### src/cpu_settings.svh
`ifndef CPU_SETTINGS_SVH
`define CPU_SETTINGS_SVH

// Data word and instruction share one width
`define CPU_DATA_WIDTH 16

// General register count
`define CPU_REG_COUNT 16

// Instruction memory words and the flash address that reaches them
`define CPU_IMEM_DEPTH 1024
`define CPU_FLASH_ADDR_WIDTH 10

`endif

### src/corePkg.sv
`include "cpu_settings.svh"

package corePkg;

    // One data word
    typedef logic [`CPU_DATA_WIDTH-1:0] dataT;

    // Register number
    typedef logic [$clog2(`CPU_REG_COUNT)-1:0] regAddrT;

    // Instruction address as wide as the flash address
    typedef logic [`CPU_FLASH_ADDR_WIDTH-1:0] pcT;

endpackage

### src/registerFile.sv
`timescale 1ns/1ns

`include "cpu_settings.svh"

module registerFile (
    input  logic             clk,
    input  logic             rst,
    input  corePkg::regAddrT readAddrA,
    input  corePkg::regAddrT readAddrB,
    output corePkg::dataT    readDataA,
    output corePkg::dataT    readDataB,
    input  logic             wrEn,
    input  corePkg::regAddrT wrAddr,
    input  corePkg::dataT    wrData
);

    corePkg::dataT regs [`CPU_REG_COUNT];

    // All registers start at zero
    always_ff @(posedge clk) begin
        if (rst) begin
            for (int i = 0; i < `CPU_REG_COUNT; i++) begin
                regs[i] <= '0;
            end
        end else if (wrEn) begin
            regs[wrAddr] <= wrData;
        end
    end

    // Reads see the old value during a write and decode forwards around it
    assign readDataA = regs[readAddrA];
    assign readDataB = regs[readAddrB];

endmodule

### config.mk
export PLATFORM = sky130hd
export DESIGN_NAME = registerFile
export DESIGN_NICKNAME = d
export VERILOG_FILES = /design/src/corePkg.sv /design/src/registerFile.sv
export VERILOG_INCLUDE_DIRS = /design/src /design/src/src
export SDC_FILE = /design/constraint.sdc
export NUM_CORES = 1
export LEC_CHECK = 0
export BUFFER_PORTS_ARGS = -buffer_cell sky130_fd_sc_hd__buf_2
export CORE_AREA = 2 2 158 160
export DETAILED_ROUTE_END_ITERATION = 12
export DIE_AREA = 0 0 160 162
export GPL_TIMING_DRIVEN = 0
export PLACE_DENSITY = 0.76
export REMOVE_ABC_BUFFERS = 1
export SYNTH_ARGS = -nofsm -noshare
export SYNTH_HDL_FRONTEND = slang
export SYNTH_SLANG_ARGS = --single-unit
### constraint.sdc
create_clock -name clk -period 1.3 [get_ports clk]
set_input_delay 0 -clock clk [delete_from_list [all_inputs] [get_ports clk]]
set_output_delay 0 -clock clk [all_outputs]
set_load 0.02 [all_outputs]
== After elaboration in Yosys (flattened, before gate mapping) ==
Memories as Yosys holds them, arrays and structs flattened.
Index checks and enable logic that the tools add are counted.

* Muxes and demuxes: 8
* Reduce and logical (&&, ||, !) cells: 1

{| class="wikitable"
|+ Operators by type and width
! kind !! count
|-
| $mux 16 || 1
|-
| $reduce_or 16->1 || 1
|-
| $mux 1 || 6
|-
| $mux 4 || 1
|}

* Register bits: 0
* RAM bits: 256
* Input port bits: 31
* Output and inout port bits: 32
* Logic and storage cells: 10
* Memories: 1

{| class="wikitable"
|+ Memories
! name !! words !! bits a word !! rd ports !! clocked after memory_dff !! write ports !! RTL line !! RTL
|-
| regs || 16 || 16 || 2 || 0 || 16 || registerFile.sv:17 || <nowiki>corePkg::dataT regs [`CPU_REG_COUNT];</nowiki>
|}

== Logic depth before layout (Yosys ltp) ==
* Depth after elaboration: 5
* Mapped depth: 5
* Depth with buffers taken out: 3

== Least setup slack after synthesis ==
No wires, ideal clock.

* Kind: input to register
* From: input wrAddr[2]
* To: memory regs[0][0] (netlist name) (enable)
* Library setup time: 334 ps
* Data arrival time: 1093 ps
* Required time: 966 ps
* Path slack: -127 ps
* Cell stages on the path: 3
* Buffers on the path: 0
* Cell sequence: or4b_4 nor3_4 or2_2

{| class="wikitable"
|+ RTL lines
! element !! RTL line !! RTL
|-
| start: declaration || registerFile.sv:13 || <nowiki>input corePkg::regAddrT wrAddr,</nowiki>
|-
| end: declaration || registerFile.sv:17 ||
|}

==> results.json <==
{
  "status": "complete, but fails checks",
  "violations": "negative setup slack",
  "leakage_nw": 5.40,
  "dr.pass1.iters": 5,
  "reg.largest.list": "regs: 256 flops",
  "worstSetupPathType": "flip-flop to output pin",
  "tightest_slew_ns": 1.34,
  "track_usage": 0.283,
  "seqCellArea_um2": 7690,
  "ys.flop_type": "edfxtp_1",
  "die-area_um2": 25900,
  "maxCapViolations": 0,
  "clock-root-buffer": "clkbuf_16",
  "largest_reg_flops": 256,
  "worstHoldPathType": "input pin to flip-flop",
  "fp.dieW_um": 160,
  "wirelength_um": 36200,
  "ys_ff_latch": 256,
  "vdd_ir_drop_max_mv": 1.06,
  "antenna_found_initial": 0,
  "p_sw_frac": 0.248,
  "yosys.area.top_type": "edfxtp_1",
  "design_area_um2": 15700,
  "ios": 63,
  "area_growth_pct": 17.2,
  "endpoint_kind": "output pin",
  "post-route-period-util": 1.49,
  "power_frac_comb": 0.142,
  "yosysWarningCount": 0,
  "overflow": 0,
  "p_total_mw": 19.4,
  "seq_power_share": 0.503,
  "power_frac_clock": 0.355,
  "port_buffers": 62,
  "setup_viol": 32,
  "ys_seq_area_frac": 0.573,
  "p_switching_mw": 4.82,
  "grt_max_degree": 56,
  "place.gp.congestion": 0.744,
  "drive_above_1_share": 0.390,
  "max_slew_margin": 0.105,
  "synthCells": 859,
  "hold_path.startpoint": "rst",
  "finalWorstSetupSlack_ns": -0.633,
  "rsz0062_at_grt": "yes",
  "yosys-top-cells-area": "edfxtp_1, mux4_2, and2_1",
  "intPower_mw": 14.6,
  "vias_per_cell": 6.51,
  "crit_start": "regs[14][9]$_SDFFCE_PN0P_",
  "placed_area_um2": 14100,
  "numCtsBuffers": 27,
  "htree_levels": 1,
  "layout_commonest_cell": "edfxtp_1",
  "drc": 0,
  "syn_area_per_cell_um2": 15.6,
  "crit_end": "readDataB[9]",
  "cp-start-kind": "flip-flop",
  "final_cell_mix": "edfxtp_1, and2_1, mux4_2",
  "finalNetCount": 950,
  "rows": 57,
  "n_antenna_cell": 0,
  "fmax_mhz": 517,
  "nFillCells": 1710,
  "crit_arrival_ns": 1.93,
  "regMostFlops": "regs",
  "multi_input_area_um2": 5840,
  "hpwlAfterDp_um": 20900,
  "die_height_um": 162,
  "vias": 8206,
  "clock_path_buffers": 3,
  "cp_max_fo": 2,
  "maxSlewViolCount": 0,
  "drtAntennaViolNets": 0,
  "clkSinkCount": 256,
  "tns_ns": -17.94,
  "first_global_vias": 8542,
  "cp_data_required_time_ns": 1.30,
  "period_needed_ns": 1.93,
  "dp_slack_ns": -1.47,
  "p_per_area_nw_per_um2": 1240,
  "async_reset_ff_frac": 0,
  "drtIter0Drc": 938,
  "finalHoldViolations": 0,
  "clk_pin_slew_ns": 0.06,
  "synth_edf_count": 256,
  "coreArea_um2": 24100,
  "post_drt_wl_per_cell_um": 28.7,
  "synth_cell_types": 22,
  "grt_first_pass_wirelength_um": 52800,
  "synth_top_area_frac": 0.573,
  "cts_tree": "built",
  "netlist_area_um2": 13400,
  "start_util": 0.556
}
-- layout make-up --
cell class	instances	share of cell area
clock inverter	16	0.00446
sequential	256	0.489
tap	324	0.0258
clock buffer	31	0.0439
multi-input combinational	527	0.372
timing repair buffer	107	0.0653
-- per-layer routing --
| metal | global-route usage | wire [µm] | vias to the layer above |
|---|---|---|---|
| met5 | 0 | 0 | - |
| met4 | 0.0991 | 1270 | 0 |
| met3 | 0.0615 | 3600 | 94 |
| met2 | 0.462 | 17600 | 482 |
| met1 | 0.383 | 13800 | 4189 |
| li1 | - | - | 3441 |
-- through the flow --
stage	std cells	utilization	hold slack, ns
floorplan	783	-	0.198
global placement	1169	0.573	0.463
detailed placement	1184	0.586	0.454
CTS	1260	0.649	0.120
global route	1261	0.652	0.147
finish	1261	0.652	0.147
-- worst min path at each step --
stage / end / cells after the start
after floorplan: regs[0][0]$_SDFFCE_PN0P_ / 1
after global placement: regs[3][5]$_SDFFCE_PN0P_ / 2
after detailed placement: regs[14][5]$_SDFFCE_PN0P_ / 2
after CTS: regs[9][4]$_SDFFCE_PN0P_ / 2
after global routing: regs[9][4]$_SDFFCE_PN0P_ / 2
final: regs[5][12]$_SDFFCE_PN0P_ / 2
-- synthesized netlist by cell type (2+ instances only) --
cell / instances
edfxtp_1: 256
and2_1: 242
mux4_2: 128
a22oi_1: 64
clkbuf_1: 55
nand2_1: 33
and2_2: 16
or2_2: 16
buf_2: 14
nor2_1: 11
buf_1: 4
nor2b_1: 4
clkbuf_2: 3
nand2b_1: 2
nand4bb_2: 2
nor2_2: 2
nor3_2: 2
-- critical path, cell delays in order, from the launching register on --
cell,delay [ns]
edfxtp_1,0.41
mux4_2,0.50
a22oi_2,0.22
nand2_1,0.10
buf_2,0.17
-- power by group through the flow --
stage	combinational [mW]	clock, mW	sequential [mW]
floorplan	1.37	0	9.85
global placement	2.26	0	9.90
detailed placement	2.33	0	9.95
CTS	2.69	6.91	9.77
global route	2.88	7.22	9.83
finish	2.75	6.90	9.78
-- timing repair --
item	in CTS	in global routing
hold endpoints to repair	252	0
pin swaps	70	19
gates resized for setup	127	18
endpoints found under the setup margin	402	48
buffers inserted	13	1
hold buffers	16	0
-- cell families after synthesis --
logic type / Yosys count / share of synthesized area
simple gates: 335 / 0.153
flops: 256 / 0.573
buf+inv: 76 / 0.0229
compound gates: 64 / 0.0358
mux: 128 / 0.215
Note: power is estimated with default switching activity, not from simulation.
