$ cat config.mk
export PLATFORM = sky130hd
export DESIGN_NAME = decodeStage
export DESIGN_NICKNAME = d
export VERILOG_FILES = /design/src/isaPkg.sv /design/src/corePkg.sv /design/src/decodeStage.sv
export VERILOG_INCLUDE_DIRS = /design/src /design/src/src
export SDC_FILE = /design/constraint.sdc
export NUM_CORES = 1
export LEC_CHECK = 0
export ABC_AREA = 1
export BUFFER_PORTS_ARGS = -buffer_cell sky130_fd_sc_hd__buf_2
export CAP_MARGIN = 10
export CELL_PAD_IN_SITES_DETAIL_PLACEMENT = 1
export CELL_PAD_IN_SITES_GLOBAL_PLACEMENT = 2
export CORE_ASPECT_RATIO = 0.9
export CORE_MARGIN = 4
export CORE_UTILIZATION = 24
export CTS_BUF_LIST = sky130_fd_sc_hd__clkbuf_16
export DETAILED_ROUTE_END_ITERATION = 8
export GPL_TIMING_DRIVEN = 0
export HOLD_SLACK_MARGIN = 0.1
export PLACE_DENSITY = 0.73
export SYNTH_ARGS = -nofsm -noshare
export SYNTH_HDL_FRONTEND = slang
export SYNTH_SLANG_ARGS = --single-unit
$ cat constraint.sdc
create_clock -name clk -period 3.7 [get_ports clk]
set_input_delay 0.74 -clock clk [delete_from_list [all_inputs] [get_ports clk]]
set_output_delay 0.74 -clock clk [all_outputs]
set_load 0.01 [all_outputs]
$ cat src/cpu_settings.svh
`ifndef CPU_SETTINGS_SVH
`define CPU_SETTINGS_SVH

// Data word and instruction share one width
`define CPU_DATA_WIDTH 16

// General register count
`define CPU_REG_COUNT 16

// Instruction memory words and the flash address that reaches them
`define CPU_IMEM_DEPTH 1024
`define CPU_FLASH_ADDR_WIDTH 10

`endif

$ cat src/isaPkg.sv
package isaPkg;

    // Major opcode in instruction bits 15..12
    typedef enum logic [3:0] {
        opNop        = 4'h0,
        opAlu        = 4'h1,
        opAluImm     = 4'h2,
        opLui        = 4'h3,
        opBranchZero = 4'h4,
        opJumpLink   = 4'h5,
        opHalt       = 4'hF
    } majorOpE;

    // ALU operation in bits 3..0 of opAlu
    typedef enum logic [3:0] {
        aluAdd   = 4'h0,
        aluSub   = 4'h1,
        aluAnd   = 4'h2,
        aluOr    = 4'h3,
        aluXor   = 4'h4,
        aluShl   = 4'h5,
        aluShr   = 4'h6,
        aluPassB = 4'h7
    } aluOpE;

    // Immediate in bits 7..0 overlaps regB and the ALU op
    typedef logic [7:0] immT;

    // regA is both destination and source A
    typedef struct packed {
        majorOpE    op;
        logic [3:0] regA;
        logic [3:0] regB;
        aluOpE      aluOp;
    } instFieldsT;

endpackage

$ cat src/corePkg.sv
`include "cpu_settings.svh"

package corePkg;

    // One data word
    typedef logic [`CPU_DATA_WIDTH-1:0] dataT;

    // Register number
    typedef logic [$clog2(`CPU_REG_COUNT)-1:0] regAddrT;

    // Instruction address as wide as the flash address
    typedef logic [`CPU_FLASH_ADDR_WIDTH-1:0] pcT;

endpackage

$ cat src/decodeStage.sv
`timescale 1ns/1ns

module decodeStage (
    input  logic             clk,
    input  logic             rst,
    input  logic             systemEn,
    input  logic             instValid,
    input  corePkg::dataT    instWord,
    input  corePkg::pcT      instPc,
    output logic             fetchHold,
    output corePkg::regAddrT readAddrA,
    output corePkg::regAddrT readAddrB,
    input  corePkg::dataT    readDataA,
    input  corePkg::dataT    readDataB,
    input  logic             wrEn,
    input  corePkg::regAddrT wrAddr,
    input  corePkg::dataT    wrData,
    input  logic             redirectValid,
    output logic             issueValid,
    output isaPkg::majorOpE  issueOp,
    output isaPkg::aluOpE    issueAluOp,
    output corePkg::regAddrT issueDest,
    output corePkg::dataT    issueDataA,
    output corePkg::dataT    issueDataB,
    output isaPkg::immT      issueImm,
    output corePkg::pcT      issuePc,
    output logic             haltOut
);

    isaPkg::instFieldsT fields;
    isaPkg::immT        imm;
    isaPkg::aluOpE      aluOp;
    corePkg::dataT      fwdDataA;
    corePkg::dataT      fwdDataB;
    corePkg::dataT      operandB;
    logic               controlHold;
    logic               halted;
    logic               issueFire;
    logic               isControl;
    logic               isHalt;

    assign fields    = isaPkg::instFieldsT'(instWord);
    assign imm       = instWord[7:0];
    assign readAddrA = fields.regA;
    assign readAddrB = fields.regB;

    // The execute write lands at the end of this cycle, so take it directly
    assign fwdDataA = (wrEn && wrAddr == readAddrA) ? wrData : readDataA;
    assign fwdDataB = (wrEn && wrAddr == readAddrB) ? wrData : readDataB;

    // B operand is a register for ALU and jump, otherwise the immediate
    always_comb begin
        operandB = corePkg::dataT'(imm);
        aluOp    = isaPkg::aluAdd;
        case (fields.op)
            isaPkg::opAlu: begin
                operandB = fwdDataB;
                aluOp    = fields.aluOp;
            end
            isaPkg::opJumpLink: operandB = fwdDataB;
            default:            operandB = corePkg::dataT'(imm);
        endcase
    end

    assign isControl = (fields.op == isaPkg::opBranchZero) || (fields.op == isaPkg::opJumpLink);
    assign isHalt    = (fields.op == isaPkg::opHalt);

    assign fetchHold = controlHold || halted;
    assign issueFire = instValid && systemEn && !fetchHold;

    // Halt itself never enters the issue buffer
    always_ff @(posedge clk) begin
        if (rst) begin
            issueValid  <= 1'b0;
            controlHold <= 1'b0;
            halted      <= 1'b0;
        end else begin
            issueValid <= issueFire && !isHalt;
            if (issueFire && isControl) begin
                controlHold <= 1'b1;
            end else if (redirectValid) begin
                controlHold <= 1'b0;
            end
            if (issueFire && isHalt) begin
                halted <= 1'b1;
            end
        end
    end

    always_ff @(posedge clk) begin
        if (issueFire) begin
            issueOp    <= fields.op;
            issueAluOp <= aluOp;
            issueDest  <= fields.regA;
            issueDataA <= fwdDataA;
            issueDataB <= operandB;
            issueImm   <= imm;
            issuePc    <= instPc;
        end
    end

    // Last issued item has executed once the buffer is empty
    assign haltOut = halted && !issueValid;

    noIssueOnHold: assert property (
        @(posedge clk) disable iff (rst)
        fetchHold |=> !issueValid
    ) else $error("instruction issued while fetch was held");

endmodule

* Yosys cells after proc, flatten, opt, wreduce, memory -nomap -nowiden
Index checks and enable logic that the tools add are counted.
** Word-level totals
- Register bits after elaboration :: 65
- Bits of input ports :: 84
- Output and inout bits :: 73
- Word-level logic and storage cells :: 37
** Operators by class
- Eq/ne operators :: 6
- Muxes and demuxes :: 5
- Reductions and logical operators :: 15
** Operators with widths (count)
- $mux 16 :: 2
- $eq 4x3->1 const B :: 2
- $eq 4x4->1 :: 2
- $logic_and 1x1->1 :: 8
- $mux 8 :: 1
- $eq 4x1->1 const B :: 1
- $eq 4x4->1 const B :: 1
- $logic_not 1->1 :: 3
- $logic_or 1x1->1 :: 2
- $mux 1 :: 2
- $reduce_bool 2->1 :: 1
- $reduce_or 2->1 :: 1

* Depth between registers and ports, before layout
- Depth in word-level cells :: 5
- Mapped depth :: 9
- Mapped depth without buffers :: 8

* Worst setup path after synthesis
No wires, ideal clock.
- Path type :: input to register
- Start :: in instValid
- End :: reg issueAluOp[0], enable pin
- Library setup time :: 0.485 ns
- Arrival time :: 3.459 ns
- Required time :: 3.215 ns
- Slack :: -0.244 ns
- Stages on the path :: 2
- Buffers on the path :: 0
- Cell sequence :: nand2_1 -> nor2_1
** On the way
- Longest elaborated chain between the ends :: 2
** RTL lines
- from (decl) :: line decodeStage.sv:7 : input logic instValid,
- $logic_and 1x1->1 (2 in a row) :: line decodeStage.sv:69 : assign issueFire = instValid && systemEn && !fetchHold;
- via issueFire :: line decodeStage.sv:38 : logic issueFire;
- to (signal assigned) :: line decodeStage.sv:93 : issueAluOp <= aluOp;
- to (decl) :: line decodeStage.sv:21 : output isaPkg::aluOpE issueAluOp,
The timed path passes the listed nets, and every way through them passes these cells.
A chain may end at the register's enable or synchronous reset.

* Final worst setup path
- Start :: in instWord[4]
- End :: out readAddrB[0]
** RTL lines
- from (decl) :: line decodeStage.sv:8 : input corePkg::dataT instWord,
- to (decl) :: line decodeStage.sv:12 : output corePkg::regAddrT readAddrB,
No word-level cell between the ends.

==> results.sh <==
export IMPL_yosysUniqueCellTypes=26
export IMPL_fmax_mhz=533
export IMPL_first_iter_violations=84
export IMPL_via_count=2552
export IMPL_fin_skew_ps=4.85
export IMPL_pwr_density_cell_mw_per_mm2=426
export IMPL_yosysWarnings=0
export IMPL_hold_viol=0
export IMPL_dr_pass1_iters=4
export IMPL_crit_type="input pin to output port"
export IMPL_final_nets=518
export IMPL_wl_per_cell_microns=15.6
export IMPL_cp_common_cell="buf_2"
export IMPL_avgSynthCellArea_sq_um=11.3
export IMPL_fin_crit_ps=1870
export IMPL_via_per_inst=4.26
export IMPL_cp_required_ps=2960
export IMPL_yosysTopAreaCellShare=0.622
export IMPL_final_max_slew_viol_count=0
export IMPL_fin_cells=599
export IMPL_antenna_left=0
export IMPL_yosysSeqAreaShare=0.642
export IMPL_post_cts_buffers=0
export IMPL_worstMarginPinSlew_ps=492
export IMPL_slew_headroom=0.672
export IMPL_p_leak_nw=2.03
export IMPL_ys_ff_latch=65
export IMPL_htreeDepth=3
export IMPL_start_util=0.247
export IMPL_status="finished, final reports clean"
export IMPL_setup_tns_final_ps=0
export IMPL_yosysTopAreaCell="edfxtp_1"
export IMPL_grt_pass1_wl_microns=14700
export IMPL_end_kind="output port"
export IMPL_place_gp_congestion=0.757
export IMPL_grt_max_degree=35
export IMPL_rsz0062_at_grt="no"
export IMPL_clockRootBuffer="clkbuf_16"
export IMPL_clockBufferDepth=2
export IMPL_period_share=0.507
export IMPL_groute_usage_overall=0.133
export IMPL_grt_overflow=0
export IMPL_grt_pass1_vias=2741
export IMPL_core_sq_mm=0.0121
export IMPL_synth_area_sq_mm=0.00299
export IMPL_drt_wl_total_microns=9320
export IMPL_num_io_pins=157
export IMPL_ff2ff_setup_slack_ps=2370
export IMPL_start_kind="input pin"
export IMPL_cp_buffers_inverters=3
export IMPL_critical_path_top_delay_family="buffers and inverters"
export IMPL_hpwl_microns=7170
export IMPL_critPathMaxStageDelay_ps=140
export IMPL_synthCells=265
export IMPL_ir_drop_mv=0.171
export IMPL_cts_repair_resized=0
export IMPL_cts_tree="yes"
export IMPL_arrival_ps=1130
export IMPL_place_inst=583
export IMPL_setup_viol_count_final=0
export IMPL_fillCellCount=1418
export IMPL_cts_clk_slew_worst_paths_ps=50
export IMPL_cts_num_sinks=65
export IMPL_drc=0
export IMPL_cts_buffers_inserted=9
export IMPL_cp_max_fo=5
export IMPL_multi_input_area_sq_um=790
export IMPL_crit_slowest_cell="buf_2"
export IMPL_synth_area_top_cells="edfxtp_1, nand2_1, inv_1"
export IMPL_antenna_found_initial=0
export IMPL_antenna_cells=0
export IMPL_path_cells="buf_2 > buf_4 > buf_2"
export IMPL_dieHeight_microns=114
export IMPL_drive_gt1_frac=0.513
export IMPL_area_growth_pct=42.9
export IMPL_io_buffers=156
export IMPL_clkLatencyLatePin_ps=330
export IMPL_cap_viol_max_count=0
export IMPL_dieArea_sq_mm=0.0143
export IMPL_cts_hold_buf=0
export IMPL_hp_class="register to register"
export IMPL_synth_nets=349
export IMPL_rows=38
export IMPL_seq_area_sq_mm=0.00192
export IMPL_die_w_microns=126
-- cell families (layout without fill, tap and decap cells) --
logic type      after synthesis  in the layout  synth area share
simple gates                112            112             0.193
flops                        65             65             0.642
buf+inv                      59            233            0.0969
compound gates               29             29            0.0685
-- cell usage in the layout, fill, tap and decap left out, drive strengths merged, types with 2 or more instances in the layout --
master	instances
buf	173
clkbuf	10
or2	2
nor2	12
nand2	67
nand4	17
edfxtp	62
inv	45
dfxtp	3
nand3	10
o21ai	18
a21oi	11
clkinv	4
-- area by class of cell --
type / instances / area share
plain buffers: 16 / 0.0301
clock buffers: 9 / 0.0526
clock inverters: 7 / 0.00702
inverters: 43 / 0.0377
multi-input cells: 141 / 0.185
flip-flops and latches: 65 / 0.449
well taps: 160 / 0.0468
repair buffers: 158 / 0.192
-- sequential cells by signal, indices dropped and copies added, names as in the netlist --
| name | flops |
|---|---|
| issueOp | 4 |
| issueImm | 8 |
| issueDataB | 16 |
| issueValid | 1 |
| controlHold | 1 |
| issueAluOp | 4 |
| halted | 1 |
| issueDest | 4 |
| issuePc | 10 |
| issueDataA | 16 |
-- cell usage after synthesis (all sizes together) --
| cell type | instances |
|---|---|
| or2 | 2 |
| inv | 43 |
| nor3 | 1 |
| buf | 15 |
| a21oi | 11 |
| nor4 | 1 |
| clkbuf | 1 |
| nand3 | 10 |
| nand3b | 1 |
| nor3b | 1 |
| edfxtp | 62 |
| o21ai | 18 |
| nand4 | 17 |
| nor2 | 12 |
| nand2 | 67 |
| dfxtp | 3 |
-- through the flow --
step | power [mW] | util | setup slack, ps | area (sq um) | hold slack (ps)
floorplan | 0.987 | - | 798 | 3000 | 449
global placement | 1.10 | 0.328 | -307 | 3980 | 478
detailed placement | 1.11 | 0.332 | 1580 | 4020 | 496
CTS | 1.86 | 0.353 | 1820 | 4280 | 504
global route | 1.92 | 0.353 | 1810 | 4280 | 529
finish | 1.82 | 0.353 | 1830 | 4280 | 499
-- layer usage --
| metal | GRT usage | up-vias | wire length, microns |
|---|---|---|---|
| met5 | 0 | - | 0 |
| met4 | 0.0257 | 0 | 77 |
| met3 | 0.0613 | 5 | 794 |
| met2 | 0.222 | 106 | 4430 |
| met1 | 0.161 | 1217 | 4020 |
| li1 | - | 1224 | - |
-- worst register-to-register path: stages, from the launching register on --
cell	delay (ps)
dfxtp_1	290
inv_1	90
nand2_1	120
nor2_4	240
buf_12	250
-- report_power, final --
group | internal, mW | switching, mW
logic | 0.0984 | 0.137
clock network | 0.438 | 0.296
registers | 0.846 | 0.00756
-- final timing paths --
path | start | end | depth (start not counted)
min reg2reg | halted | halted | 2
max reg2reg | halted | issueDataB[13] | 4
min | halted | halted | 2
max | instWord[4] | readAddrB[0] | 3
Power figures use the tool's default switching activity.
