$ cat src/cpu_settings.svh
`ifndef CPU_SETTINGS_SVH
`define CPU_SETTINGS_SVH

// Data word and instruction share one width
`define CPU_DATA_WIDTH 16

// General register count
`define CPU_REG_COUNT 16

// Instruction memory words and the flash address that reaches them
`define CPU_IMEM_DEPTH 1024
`define CPU_FLASH_ADDR_WIDTH 10

`endif

$ cat src/isaPkg.sv
package isaPkg;

    // Major opcode in instruction bits 15..12
    typedef enum logic [3:0] {
        opNop        = 4'h0,
        opAlu        = 4'h1,
        opAluImm     = 4'h2,
        opLui        = 4'h3,
        opBranchZero = 4'h4,
        opJumpLink   = 4'h5,
        opHalt       = 4'hF
    } majorOpE;

    // ALU operation in bits 3..0 of opAlu
    typedef enum logic [3:0] {
        aluAdd   = 4'h0,
        aluSub   = 4'h1,
        aluAnd   = 4'h2,
        aluOr    = 4'h3,
        aluXor   = 4'h4,
        aluShl   = 4'h5,
        aluShr   = 4'h6,
        aluPassB = 4'h7
    } aluOpE;

    // Immediate in bits 7..0 overlaps regB and the ALU op
    typedef logic [7:0] immT;

    // regA is both destination and source A
    typedef struct packed {
        majorOpE    op;
        logic [3:0] regA;
        logic [3:0] regB;
        aluOpE      aluOp;
    } instFieldsT;

endpackage

$ cat src/corePkg.sv
`include "cpu_settings.svh"

package corePkg;

    // One data word
    typedef logic [`CPU_DATA_WIDTH-1:0] dataT;

    // Register number
    typedef logic [$clog2(`CPU_REG_COUNT)-1:0] regAddrT;

    // Instruction address as wide as the flash address
    typedef logic [`CPU_FLASH_ADDR_WIDTH-1:0] pcT;

endpackage

$ cat src/executeStage.sv
`timescale 1ns/1ns

module executeStage (
    input  logic             issueValid,
    input  isaPkg::majorOpE  issueOp,
    input  isaPkg::aluOpE    issueAluOp,
    input  corePkg::regAddrT issueDest,
    input  corePkg::dataT    issueDataA,
    input  corePkg::dataT    issueDataB,
    input  isaPkg::immT      issueImm,
    input  corePkg::pcT      issuePc,
    output logic             wrEn,
    output corePkg::regAddrT wrAddr,
    output corePkg::dataT    wrData,
    output logic             redirectValid,
    output corePkg::pcT      redirectPc
);

    corePkg::dataT aluResult;
    corePkg::dataT luiValue;
    corePkg::dataT linkValue;
    corePkg::pcT   nextPc;
    corePkg::pcT   branchTarget;
    logic          isZero;

    always_comb begin
        case (issueAluOp)
            isaPkg::aluAdd:   aluResult = issueDataA + issueDataB;
            isaPkg::aluSub:   aluResult = issueDataA - issueDataB;
            isaPkg::aluAnd:   aluResult = issueDataA & issueDataB;
            isaPkg::aluOr:    aluResult = issueDataA | issueDataB;
            isaPkg::aluXor:   aluResult = issueDataA ^ issueDataB;
            // Shift amount is the low nibble of B
            isaPkg::aluShl:   aluResult = issueDataA << issueDataB[3:0];
            isaPkg::aluShr:   aluResult = issueDataA >> issueDataB[3:0];
            isaPkg::aluPassB: aluResult = issueDataB;
            default:          aluResult = issueDataB;
        endcase
    end

    assign luiValue  = corePkg::dataT'(issueImm) << 8;
    assign nextPc    = issuePc + corePkg::pcT'(1);
    assign linkValue = corePkg::dataT'(nextPc);
    assign isZero    = (issueDataA == '0);

    // Branch offset is sign extended to the pc width
    assign branchTarget = issuePc + corePkg::pcT'(signed'(issueImm));

    assign wrAddr = issueDest;

    // Branches redirect even when not taken because decode waits for the redirect
    always_comb begin
        wrEn          = 1'b0;
        wrData        = aluResult;
        redirectValid = 1'b0;
        redirectPc    = nextPc;
        if (issueValid) begin
            case (issueOp)
                isaPkg::opAlu,
                isaPkg::opAluImm: wrEn = 1'b1;
                isaPkg::opLui: begin
                    wrEn   = 1'b1;
                    wrData = luiValue;
                end
                isaPkg::opBranchZero: begin
                    redirectValid = 1'b1;
                    redirectPc    = isZero ? branchTarget : nextPc;
                end
                isaPkg::opJumpLink: begin
                    wrEn          = 1'b1;
                    wrData        = linkValue;
                    redirectValid = 1'b1;
                    redirectPc    = corePkg::pcT'(issueDataB);
                end
                default: wrEn = 1'b0;
            endcase
        end
    end

endmodule

$ cat config.mk
export PLATFORM = sky130hd
export DESIGN_NAME = executeStage
export DESIGN_NICKNAME = d
export VERILOG_FILES = /design/src/isaPkg.sv /design/src/corePkg.sv /design/src/executeStage.sv
export VERILOG_INCLUDE_DIRS = /design/src /design/src/src
export SDC_FILE = /design/constraint.sdc
export NUM_CORES = 1
export LEC_CHECK = 0
export ABC_AREA = 0
export BUFFER_PORTS_ARGS = -buffer_cell sky130_fd_sc_hd__buf_2
export CORE_ASPECT_RATIO = 1.75
export CORE_UTILIZATION = 45
export DETAILED_ROUTE_END_ITERATION = 10
export PLACE_DENSITY = 0.67
export SYNTH_ARGS = -nofsm -noshare
export SYNTH_HDL_FRONTEND = slang
export SYNTH_SLANG_ARGS = --single-unit
$ cat constraint.sdc
create_clock -name vclk -period 4.9
set_input_delay 0.98 -clock vclk [all_inputs]
set_output_delay 0.98 -clock vclk [all_outputs]
set_load 0.05 [all_outputs]
---- After elaboration in Yosys (flattened, before gate mapping) ----
Cells that the tools add are included.
storage, ports and cells
  register bits after elaboration ......... 0
  bits of input ports ..................... 63
operators by class
  bitwise logic cells ..................... 3
  eq/ne operators ......................... 11
  $add $sub $neg .......................... 4
  shift-type cells ........................ 2
  muxes and demuxes ....................... 10
  reductions and logical operators ........ 4
operators by type and width
  operator               number
  $pmux 16 s7            1
  $pmux 16 s2            1
  $eq 4x3->1 const B     5
  $mux 10                2
  $pmux 10 s2            1
  $add 16x16->16         1
  $and 16x16->16         1
  $eq 4x2->1 const B     4
  $logic_not 16->1       1
  $mux 16                1
  $or 16x16->16          1
  $shl 16x4->16          1
  $shr 16x4->16          1
  $sub 16x16->16         1
  $xor 16x16->16         1
  $add 10x1->10 const B  1
  $add 10x10->10         1
  $eq 4x1->1 const B     2
  $logic_not 4->1        1
  $mux 1                 4
  $reduce_or 4->1        1
  $reduce_or 2->1        1

---- Depth between registers and ports, before layout ----
Gate-level depths: netlist of the first run.
  depth in word-level cells ............... 4
  gate-level depth with buffers ........... 14

---- Least setup slack after synthesis of the first run ----
Ideal clock, no wire load.
  path kind ............................... input to output
  start ................................... input issueDataB[3]
  end ..................................... output wrData[13]
  path buffers ............................ 0
  setup slack ............................. -0.723 ns
  required time ........................... 3.920 ns
  arrival ................................. 4.643 ns
  stages .................................. 11
  cells stage by stage .................... or4_4 > or4_1 > o21ai_0 > xnor2_1 > ha_1 > a21oi_1 > o21bai_1 > a221oi_1 > a21bo_2 > xnor2_1 > o31ai_1
on the way
  word-level cells in the longest chain between the ends .. 4
  elaborated cells on any way between the ends .. 7
  classes of those cells .................. add/sub (2); shift (2); mux (3)
ends and longest elaborated chain
  what                                    line                text
  start, declared                         executeStage.sv:9   input corePkg::dataT issueDataB,
  $sub 16x16->16 (tied with other cells)  executeStage.sv:29  isaPkg::aluSub: aluResult = issueDataA - issueDataB;
  $pmux 16 s7 *                           executeStage.sv:27  case (issueAluOp)
  $pmux 16 s2                             executeStage.sv:58  case (issueOp)
  $mux 16 *                               executeStage.sv:57  if (issueValid) begin
  end, declared                           executeStage.sv:14  output corePkg::dataT wrData,
Mark *: on every way between the ends. The rest lies on a longest branch, timed or not.

---- Final worst setup path of the first run ----
  start ................................... input issueDataB[3]
  end ..................................... output wrData[15]
Same word-level chain as after synthesis.

==> flow_results.xml, run 1 <==
<?xml version="1.0" encoding="UTF-8"?>
<metrics>
  <group name="place">
    <metric name="placement.setup.worst_slack" unit="ps">-281</metric>
    <metric name="portbufs" unit="">87</metric>
    <metric name="place.gp.congestion" unit="">1.07</metric>
    <metric name="place_inst" unit="">888</metric>
    <metric name="place.detailed.hpwl" unit="um">17300</metric>
  </group>
  <group name="setup_path">
    <metric name="critical_path_peak_fanout" unit="">4</metric>
    <metric name="critPathKind" unit="">input port to output port</metric>
    <metric name="crit_chain" unit="">buf_6 -&gt; or4_4 -&gt; or4_4 -&gt; nor2_1 -&gt; a21oi_1 -&gt; xnor2_1 -&gt; ha_1 -&gt; inv_2 -&gt; nor3_2 -&gt; nand2b_1 -&gt; o221ai_1 -&gt; xnor2_1 -&gt; a221o_1 -&gt; buf_4</metric>
    <metric name="timing.critical_path.buf_inv" unit="">3</metric>
    <metric name="timing.critical_path.to_type" unit="">output port</metric>
    <metric name="startpoint_kind_of_the_worst_setup_timing_path" unit="">input port</metric>
    <metric name="cpPeakStageDelay" unit="ps">530</metric>
    <metric name="critical-path-slowest-cell" unit="">sky130_fd_sc_hd__or4_4</metric>
    <metric name="cpLargestDelayFamily" unit="">simple AND/OR/NAND/NOR gates</metric>
    <metric name="crit_path_start" unit="">issueDataB[3]</metric>
    <metric name="cp_data_arrival_time" unit="ps">4000</metric>
    <metric name="worst-endpoint-required" unit="ps">3920</metric>
  </group>
  <group name="cells_and_area">
    <metric name="fin_nets" unit="">892</metric>
    <metric name="post_route_cells_drive_above_1_share" unit="%">27.9</metric>
    <metric name="diodes" unit="">0</metric>
    <metric name="clock_buffer_count" unit="">0</metric>
    <metric name="fillerInstances" unit="">992</metric>
    <metric name="area.sequential" unit="um^2">0</metric>
    <metric name="finalCoreUtilization" unit="%">58.6</metric>
    <metric name="final_cell_count_no_fill" unit="">891</metric>
    <metric name="areaGrowthSynthToFinish" unit="%">25.2</metric>
    <metric name="seq_cell_count" unit="">0</metric>
    <metric name="footprint_of_the_multi_input_gates" unit="um^2">4470</metric>
  </group>
  <group name="synthesis">
    <metric name="synth_top_area_share" unit="%">15.8</metric>
    <metric name="yosysUniqueCellTypes" unit="">68</metric>
    <metric name="synth.yosys.seq_area_share" unit="%">0</metric>
    <metric name="yosysTopAreaCell" unit="">sky130_fd_sc_hd__ha_1</metric>
    <metric name="synth.area.top_cells" unit="">sky130_fd_sc_hd__ha_1, sky130_fd_sc_hd__nor2_1, sky130_fd_sc_hd__mux4_1, sky130_fd_sc_hd__xnor2_1, sky130_fd_sc_hd__a21oi_1</metric>
    <metric name="yosys.cell_count.top_type" unit="">sky130_fd_sc_hd__nor2_1</metric>
    <metric name="syn-cell-area" unit="um^2">4670</metric>
    <metric name="syn-num-nets" unit="">766</metric>
    <metric name="post_synth_most_frequent_cells" unit="">sky130_fd_sc_hd__nor2_1, sky130_fd_sc_hd__ha_1, sky130_fd_sc_hd__a21oi_1</metric>
    <metric name="synth.avg_cell_area" unit="um^2">7.27</metric>
    <metric name="synth_warnings" unit="">0</metric>
    <metric name="netlist_instances" unit="">642</metric>
  </group>
  <group name="die">
    <metric name="core.rowCount" unit="">48</metric>
    <metric name="floorplan.die_area" unit="um^2">10800</metric>
    <metric name="die_span_x" unit="um">79.0</metric>
    <metric name="fp.coreArea" unit="um^2">9970</metric>
    <metric name="ports" unit="">95</metric>
    <metric name="initial_utilization" unit="%">46.8</metric>
    <metric name="die_h" unit="um">137</metric>
  </group>
  <group name="sta">
    <metric name="grt_setup_unrepaired" unit="">true</metric>
    <metric name="worst_slew_margin_rel" unit="%">56.8</metric>
    <metric name="final_period_minus_worst_setup_slack" unit="ps">4980</metric>
    <metric name="endpoints_failing_setup" unit="">3</metric>
    <metric name="max_freq" unit="MHz">201</metric>
    <metric name="worst_slew_pin_slew" unit="ps">641</metric>
    <metric name="finalWorstSetupSlack" unit="ps">-82.4</metric>
    <metric name="finalCritPeriodShare" unit="%">102</metric>
    <metric name="final_hold_viol_count" unit="">0</metric>
    <metric name="timing.final.max_slew_violations" unit="">0</metric>
  </group>
  <group name="global_route">
    <metric name="grt_util_all_layers" unit="%">40.6</metric>
    <metric name="global_route_wire_length_before_repair" unit="um">32900</metric>
    <metric name="number_of_global_route_vias_before_repair" unit="">5837</metric>
    <metric name="pin_count_of_the_biggest_net_entering_global_routing" unit="">42</metric>
    <metric name="grt_remaining_overflow" unit="">0</metric>
    <metric name="grt_antenna_before_repair" unit="">0</metric>
  </group>
  <group name="route">
    <metric name="wire_per_inst" unit="um">24.1</metric>
    <metric name="drtAntennaViolNets" unit="">0</metric>
    <metric name="detailedRoute.firstIterationViolations" unit="">420</metric>
    <metric name="via_count" unit="">5878</metric>
    <metric name="drt_drc_violations_left" unit="">0</metric>
    <metric name="detailed_route_wire_length" unit="um">21400</metric>
    <metric name="post_drt_via_cell_ratio" unit="">6.60</metric>
    <metric name="detail_route.first_pass.iterations" unit="">5</metric>
  </group>
  <group name="job">
    <metric name="cap_violations" unit="">0</metric>
  </group>
  <group name="run_status">
    <metric name="failing_checks" unit="">setup timing</metric>
    <metric name="status" unit="">finished, violations left</metric>
  </group>
  <group name="power_and_ir_drop">
    <metric name="power.static_leakage" unit="nW">2.65</metric>
    <metric name="power_density" unit="nW/um^2">133</metric>
    <metric name="vdd_ir_drop_max" unit="mV">0.104</metric>
  </group>
  <group name="hold_path">
    <metric name="worst_hold_startpoint" unit="">issueDest[0]</metric>
    <metric name="hp-class" unit="">input port to output port</metric>
  </group>
  <group name="clock_tree">
    <metric name="cts_hold_repair.buffers" unit="">0</metric>
  </group>
</metrics>
==> through the flow <==
| stage | power [mW] | hold slack (ps) | cell area [um^2] | TNS (ps) |
|---|---|---|---|---|
| after global placement | 0.720 | 1960 | 5690 | -746 |
| after detailed placement | 0.729 | 1960 | 5690 | -853 |
| final | 0.776 | 1960 | 5840 | -224 |
| after CTS | 0.748 | 1960 | 5770 | -206 |
| after global routing | 0.826 | 1960 | 5840 | -622 |
| after floorplan | 0.469 | 2130 | 4740 | -311 |
==> cell type report <==
type                       count  share of cell area [%]
inverter                      44                    2.83
tap                          125                    2.68
timing repair buffer         163                    18.0
multi-input combinational    559                    76.5
==> report_power, final <==
| part | switching, mW | internal [mW] | total [mW] |
|---|---|---|---|
| Clock | 0 | 0 | 0 |
| Combinational | 0.477 | 0.299 | 0.776 |
| Sequential | 0 | 0 | 0 |
| Total | 0.477 | 0.299 | 0.776 |
==> logic make-up after synthesis <==
logic type                 count (synthesis)  synth area share [%]
AOI/OAI and AO/OA                        210                  31.3
and+or+nand+nor                          209                  22.1
buffers and inverters                     83                  7.72
adders and majority gates                 61                  16.7
xor gates and xnor gates                  42                  7.88
muxes                                     37                  14.3
==> final timing paths <==
path                         end  slack [ps]  cells past startpoint
worst max-delay path  wrData[15]         -80                     14
worst min-delay path   wrAddr[0]        1960                      0
==> layer usage <==
layer	routed length [um]	vias up	global-route usage [%]
met5	0	-	0
met4	1820	0	27.5
met3	1480	107	7.80
met2	10600	318	71.7
met1	7550	2755	42.8
li1	-	2698	-
==> cells in the final DEF, fill, tap and decap left out, types with 19 or more instances in the layout <==
| cell | synthesis | final |
|---|---|---|
| sky130_fd_sc_hd__buf_2 | 12 | 79 |
| sky130_fd_sc_hd__nor3_1 | 21 | 19 |
| sky130_fd_sc_hd__o21ai_0 | 31 | 23 |
| sky130_fd_sc_hd__ha_1 | 59 | 59 |
| sky130_fd_sc_hd__nor2_1 | 73 | 73 |
| sky130_fd_sc_hd__inv_1 | 44 | 42 |
| sky130_fd_sc_hd__a21oi_1 | 46 | 40 |
| sky130_fd_sc_hd__buf_4 | 5 | 75 |
| sky130_fd_sc_hd__nand2_1 | 42 | 42 |
| sky130_fd_sc_hd__xnor2_1 | 28 | 27 |
==> what timing repair did <==
item | in CTS | in global routing
gates resized for setup | 19 | 20
setup buffers | 2 | 0
setup endpoints to repair | 5 | 11
pin swaps | 8 | 4
(Power assumes the default switching activity.)
==> run 2, diff against run 1 <==
--- a/config.mk
+++ b/config.mk
@@ -6,7 +6,7 @@
 export SDC_FILE = /design/constraint.sdc
 export NUM_CORES = 1
 export LEC_CHECK = 0
-export ABC_AREA = 0
+export ABC_AREA = 1
 export BUFFER_PORTS_ARGS = -buffer_cell sky130_fd_sc_hd__buf_2
 export CORE_ASPECT_RATIO = 1.75
 export CORE_UTILIZATION = 45
==> flow_results.xml, run 2 <==
<?xml version="1.0" encoding="UTF-8"?>
<metrics>
  <group name="run_status">
    <metric name="status" unit="">finished clean</metric>
  </group>
  <group name="place">
    <metric name="placement.setup.worst_slack" unit="ps">212</metric>
    <metric name="place.gp.congestion" unit="">1.01</metric>
    <metric name="place_inst" unit="">1142</metric>
    <metric name="placement.cell_area" unit="um^2">5440</metric>
    <metric name="portbufs" unit="">87</metric>
    <metric name="place.detailed.hpwl" unit="um">16700</metric>
  </group>
  <group name="global_route">
    <metric name="grt_antenna_before_repair" unit="">0</metric>
    <metric name="global_route_wire_length_before_repair" unit="um">31100</metric>
    <metric name="grt_util_all_layers" unit="%">35.6</metric>
    <metric name="number_of_global_route_vias_before_repair" unit="">6390</metric>
    <metric name="pin_count_of_the_biggest_net_entering_global_routing" unit="">42</metric>
    <metric name="grt_remaining_overflow" unit="">0</metric>
  </group>
  <group name="hold_path">
    <metric name="hp-class" unit="">input port to output port</metric>
    <metric name="worst_hold_startpoint" unit="">issueDest[1]</metric>
    <metric name="hold-path-cell-count" unit="">0</metric>
  </group>
  <group name="job">
    <metric name="cap_violations" unit="">0</metric>
  </group>
  <group name="sta">
    <metric name="final_hold_viol_count" unit="">0</metric>
    <metric name="final_period_minus_worst_setup_slack" unit="ps">4650</metric>
    <metric name="worst_slew_pin_slew" unit="ps">758</metric>
    <metric name="finalWorstSetupSlack" unit="ps">254</metric>
    <metric name="max_freq" unit="MHz">215</metric>
    <metric name="grt_setup_unrepaired" unit="">false</metric>
    <metric name="timing.setup.tns" unit="ps">0</metric>
    <metric name="timing.final.max_slew_violations" unit="">0</metric>
    <metric name="finalCritPeriodShare" unit="%">94.8</metric>
    <metric name="endpoints_failing_setup" unit="">0</metric>
    <metric name="worst_slew_margin_rel" unit="%">49.3</metric>
  </group>
  <group name="die">
    <metric name="floorplan.die_area" unit="um^2">11400</metric>
    <metric name="initial_utilization" unit="%">46.1</metric>
    <metric name="fp.coreArea" unit="um^2">10700</metric>
    <metric name="die_span_x" unit="um">81.2</metric>
    <metric name="die_h" unit="um">141</metric>
    <metric name="core.rowCount" unit="">50</metric>
    <metric name="ports" unit="">95</metric>
  </group>
  <group name="cells_and_area">
    <metric name="post_route_cells_drive_above_1_share" unit="%">14.6</metric>
    <metric name="seq_cell_count" unit="">0</metric>
    <metric name="mostFrequentLayoutCells" unit="">sky130_fd_sc_hd__nand2_1, sky130_fd_sc_hd__inv_1, sky130_fd_sc_hd__nand3_1</metric>
    <metric name="areaGrowthSynthToFinish" unit="%">10.8</metric>
    <metric name="fillerInstances" unit="">1240</metric>
    <metric name="clock_buffer_count" unit="">0</metric>
    <metric name="post-route-cell-area" unit="um^2">5470</metric>
    <metric name="footprint_of_the_multi_input_gates" unit="um^2">4260</metric>
    <metric name="fin_nets" unit="">1138</metric>
    <metric name="finalCoreUtilization" unit="%">51.1</metric>
    <metric name="final_cell_count_no_fill" unit="">1142</metric>
    <metric name="diodes" unit="">0</metric>
    <metric name="area.sequential" unit="um^2">0</metric>
    <metric name="final_common_cell" unit="">sky130_fd_sc_hd__nand2_1</metric>
  </group>
  <group name="synthesis">
    <metric name="synth.avg_cell_area" unit="um^2">5.25</metric>
    <metric name="post_synth_most_frequent_cells" unit="">sky130_fd_sc_hd__nand2_1, sky130_fd_sc_hd__inv_1, sky130_fd_sc_hd__nand3_1</metric>
    <metric name="syn-num-nets" unit="">1063</metric>
    <metric name="yosys.cell_count.top_type" unit="">sky130_fd_sc_hd__nand2_1</metric>
    <metric name="syn-cell-area" unit="um^2">4930</metric>
    <metric name="yosysUniqueCellTypes" unit="">47</metric>
    <metric name="yosysTopAreaCell" unit="">sky130_fd_sc_hd__nand2_1</metric>
    <metric name="synth_top_area_share" unit="%">24.7</metric>
    <metric name="synth.yosys.seq_area_share" unit="%">0</metric>
    <metric name="netlist_instances" unit="">939</metric>
    <metric name="synth.area.top_cells" unit="">sky130_fd_sc_hd__nand2_1, sky130_fd_sc_hd__ha_1, sky130_fd_sc_hd__nand3_1, sky130_fd_sc_hd__inv_1, sky130_fd_sc_hd__nor2_1</metric>
    <metric name="synth_warnings" unit="">0</metric>
  </group>
  <group name="route">
    <metric name="detailed_route_wire_length" unit="um">20000</metric>
    <metric name="post_drt_via_cell_ratio" unit="">5.80</metric>
    <metric name="detail_route.first_pass.iterations" unit="">5</metric>
    <metric name="drt_drc_violations_left" unit="">0</metric>
    <metric name="via_count" unit="">6629</metric>
    <metric name="detailedRoute.firstIterationViolations" unit="">572</metric>
    <metric name="drtAntennaViolNets" unit="">0</metric>
    <metric name="wire_per_inst" unit="um">17.5</metric>
  </group>
  <group name="power_and_ir_drop">
    <metric name="power.internal" unit="mW">0.195</metric>
    <metric name="vdd_ir_drop_max" unit="mV">0.0885</metric>
    <metric name="clkPwrFrac" unit="%">0</metric>
    <metric name="power.static_leakage" unit="nW">3.03</metric>
    <metric name="p_seq_share" unit="%">0</metric>
    <metric name="netSwitchingFraction" unit="%">70.3</metric>
    <metric name="switching_power" unit="mW">0.460</metric>
    <metric name="power_density" unit="nW/um^2">120</metric>
    <metric name="power_frac_comb" unit="%">100.0</metric>
  </group>
  <group name="clock_tree">
    <metric name="cts_setup_buffers" unit="">0</metric>
  </group>
  <group name="setup_path">
    <metric name="critPathKind" unit="">input port to output port</metric>
    <metric name="timing.critical_path.to_type" unit="">output port</metric>
    <metric name="startpoint_kind_of_the_worst_setup_timing_path" unit="">input port</metric>
    <metric name="worst-endpoint-required" unit="ps">3920</metric>
    <metric name="crit_path_start" unit="">issueDataB[1]</metric>
    <metric name="critical_path_peak_fanout" unit="">5</metric>
    <metric name="cp_data_arrival_time" unit="ps">3670</metric>
  </group>
</metrics>
## run 2: critical path, stage by stage
cell                       delay [ps]
sky130_fd_sc_hd__buf_2            110
sky130_fd_sc_hd__inv_1             70
sky130_fd_sc_hd__ha_1             190
sky130_fd_sc_hd__nand3_2          130
sky130_fd_sc_hd__buf_4            170
sky130_fd_sc_hd__o31ai_2          190
sky130_fd_sc_hd__xor2_1           160
sky130_fd_sc_hd__inv_1             60
sky130_fd_sc_hd__ha_1             330
sky130_fd_sc_hd__nand2_1          140
sky130_fd_sc_hd__inv_1             50
sky130_fd_sc_hd__a21oi_1          180
sky130_fd_sc_hd__nand2_1          180
sky130_fd_sc_hd__a21oi_1          150
sky130_fd_sc_hd__o21ai_0          100
sky130_fd_sc_hd__nand3_1          100
sky130_fd_sc_hd__nand2_1           60
sky130_fd_sc_hd__nand2_1           90
sky130_fd_sc_hd__clkbuf_4         240
## run 2: per-layer routing
metal | up-vias | routed length, um | track usage, %
met4 | 0 | 1750 | 26.7
li1 | 3207 | - | -
met2 | 360 | 10100 | 64.2
met5 | - | 0 | 0
met1 | 2948 | 7110 | 37.3
met3 | 114 | 969 | 1.69
## run 2: cell families (layout without fill, tap and decap cells)
logic type | Yosys count | after routing | synth area share [%]
simple gates | 557 | 557 | 49.2
buf+inv | 154 | 227 | 13.9
mux | 1 | 1 | 0.203
xor+xnor | 23 | 23 | 4.08
fa+ha+maj | 61 | 61 | 15.8
compound gates | 143 | 143 | 16.8
## run 2: power groups by stage
stage | logic, mW | clock network (mW) | registers (mW)
floorplan | 0.461 | 0 | 0
detailed placement | 0.638 | 0 | 0
finish | 0.655 | 0 | 0
global route | 0.712 | 0 | 0
CTS | 0.640 | 0 | 0
global placement | 0.636 | 0 | 0
## run 2: cell type report
cell class	count	area share, %
inverter	123	8.63
timing repair buffer	104	10.5
tap	130	2.98
multi-input combinational	785	77.9
## run 2: path summary, 6_finish.rpt
kind                         to  slack [ps]
worst min-delay path  wrAddr[1]        1960
worst max-delay path  wrData[7]         250
## run 2: repair_timing
item | in CTS | in global routing
hold buffers | 0 | 0
setup endpoints to repair | 0 | 4
gates resized for setup | 0 | 7
## run 2: through the flow
stage                     hold WS, ps  total power, mW
after floorplan                  2130            0.461
after CTS                        1960            0.640
after global routing             1960            0.712
after global placement           1960            0.636
final                            1960            0.655
after detailed placement         1960            0.638
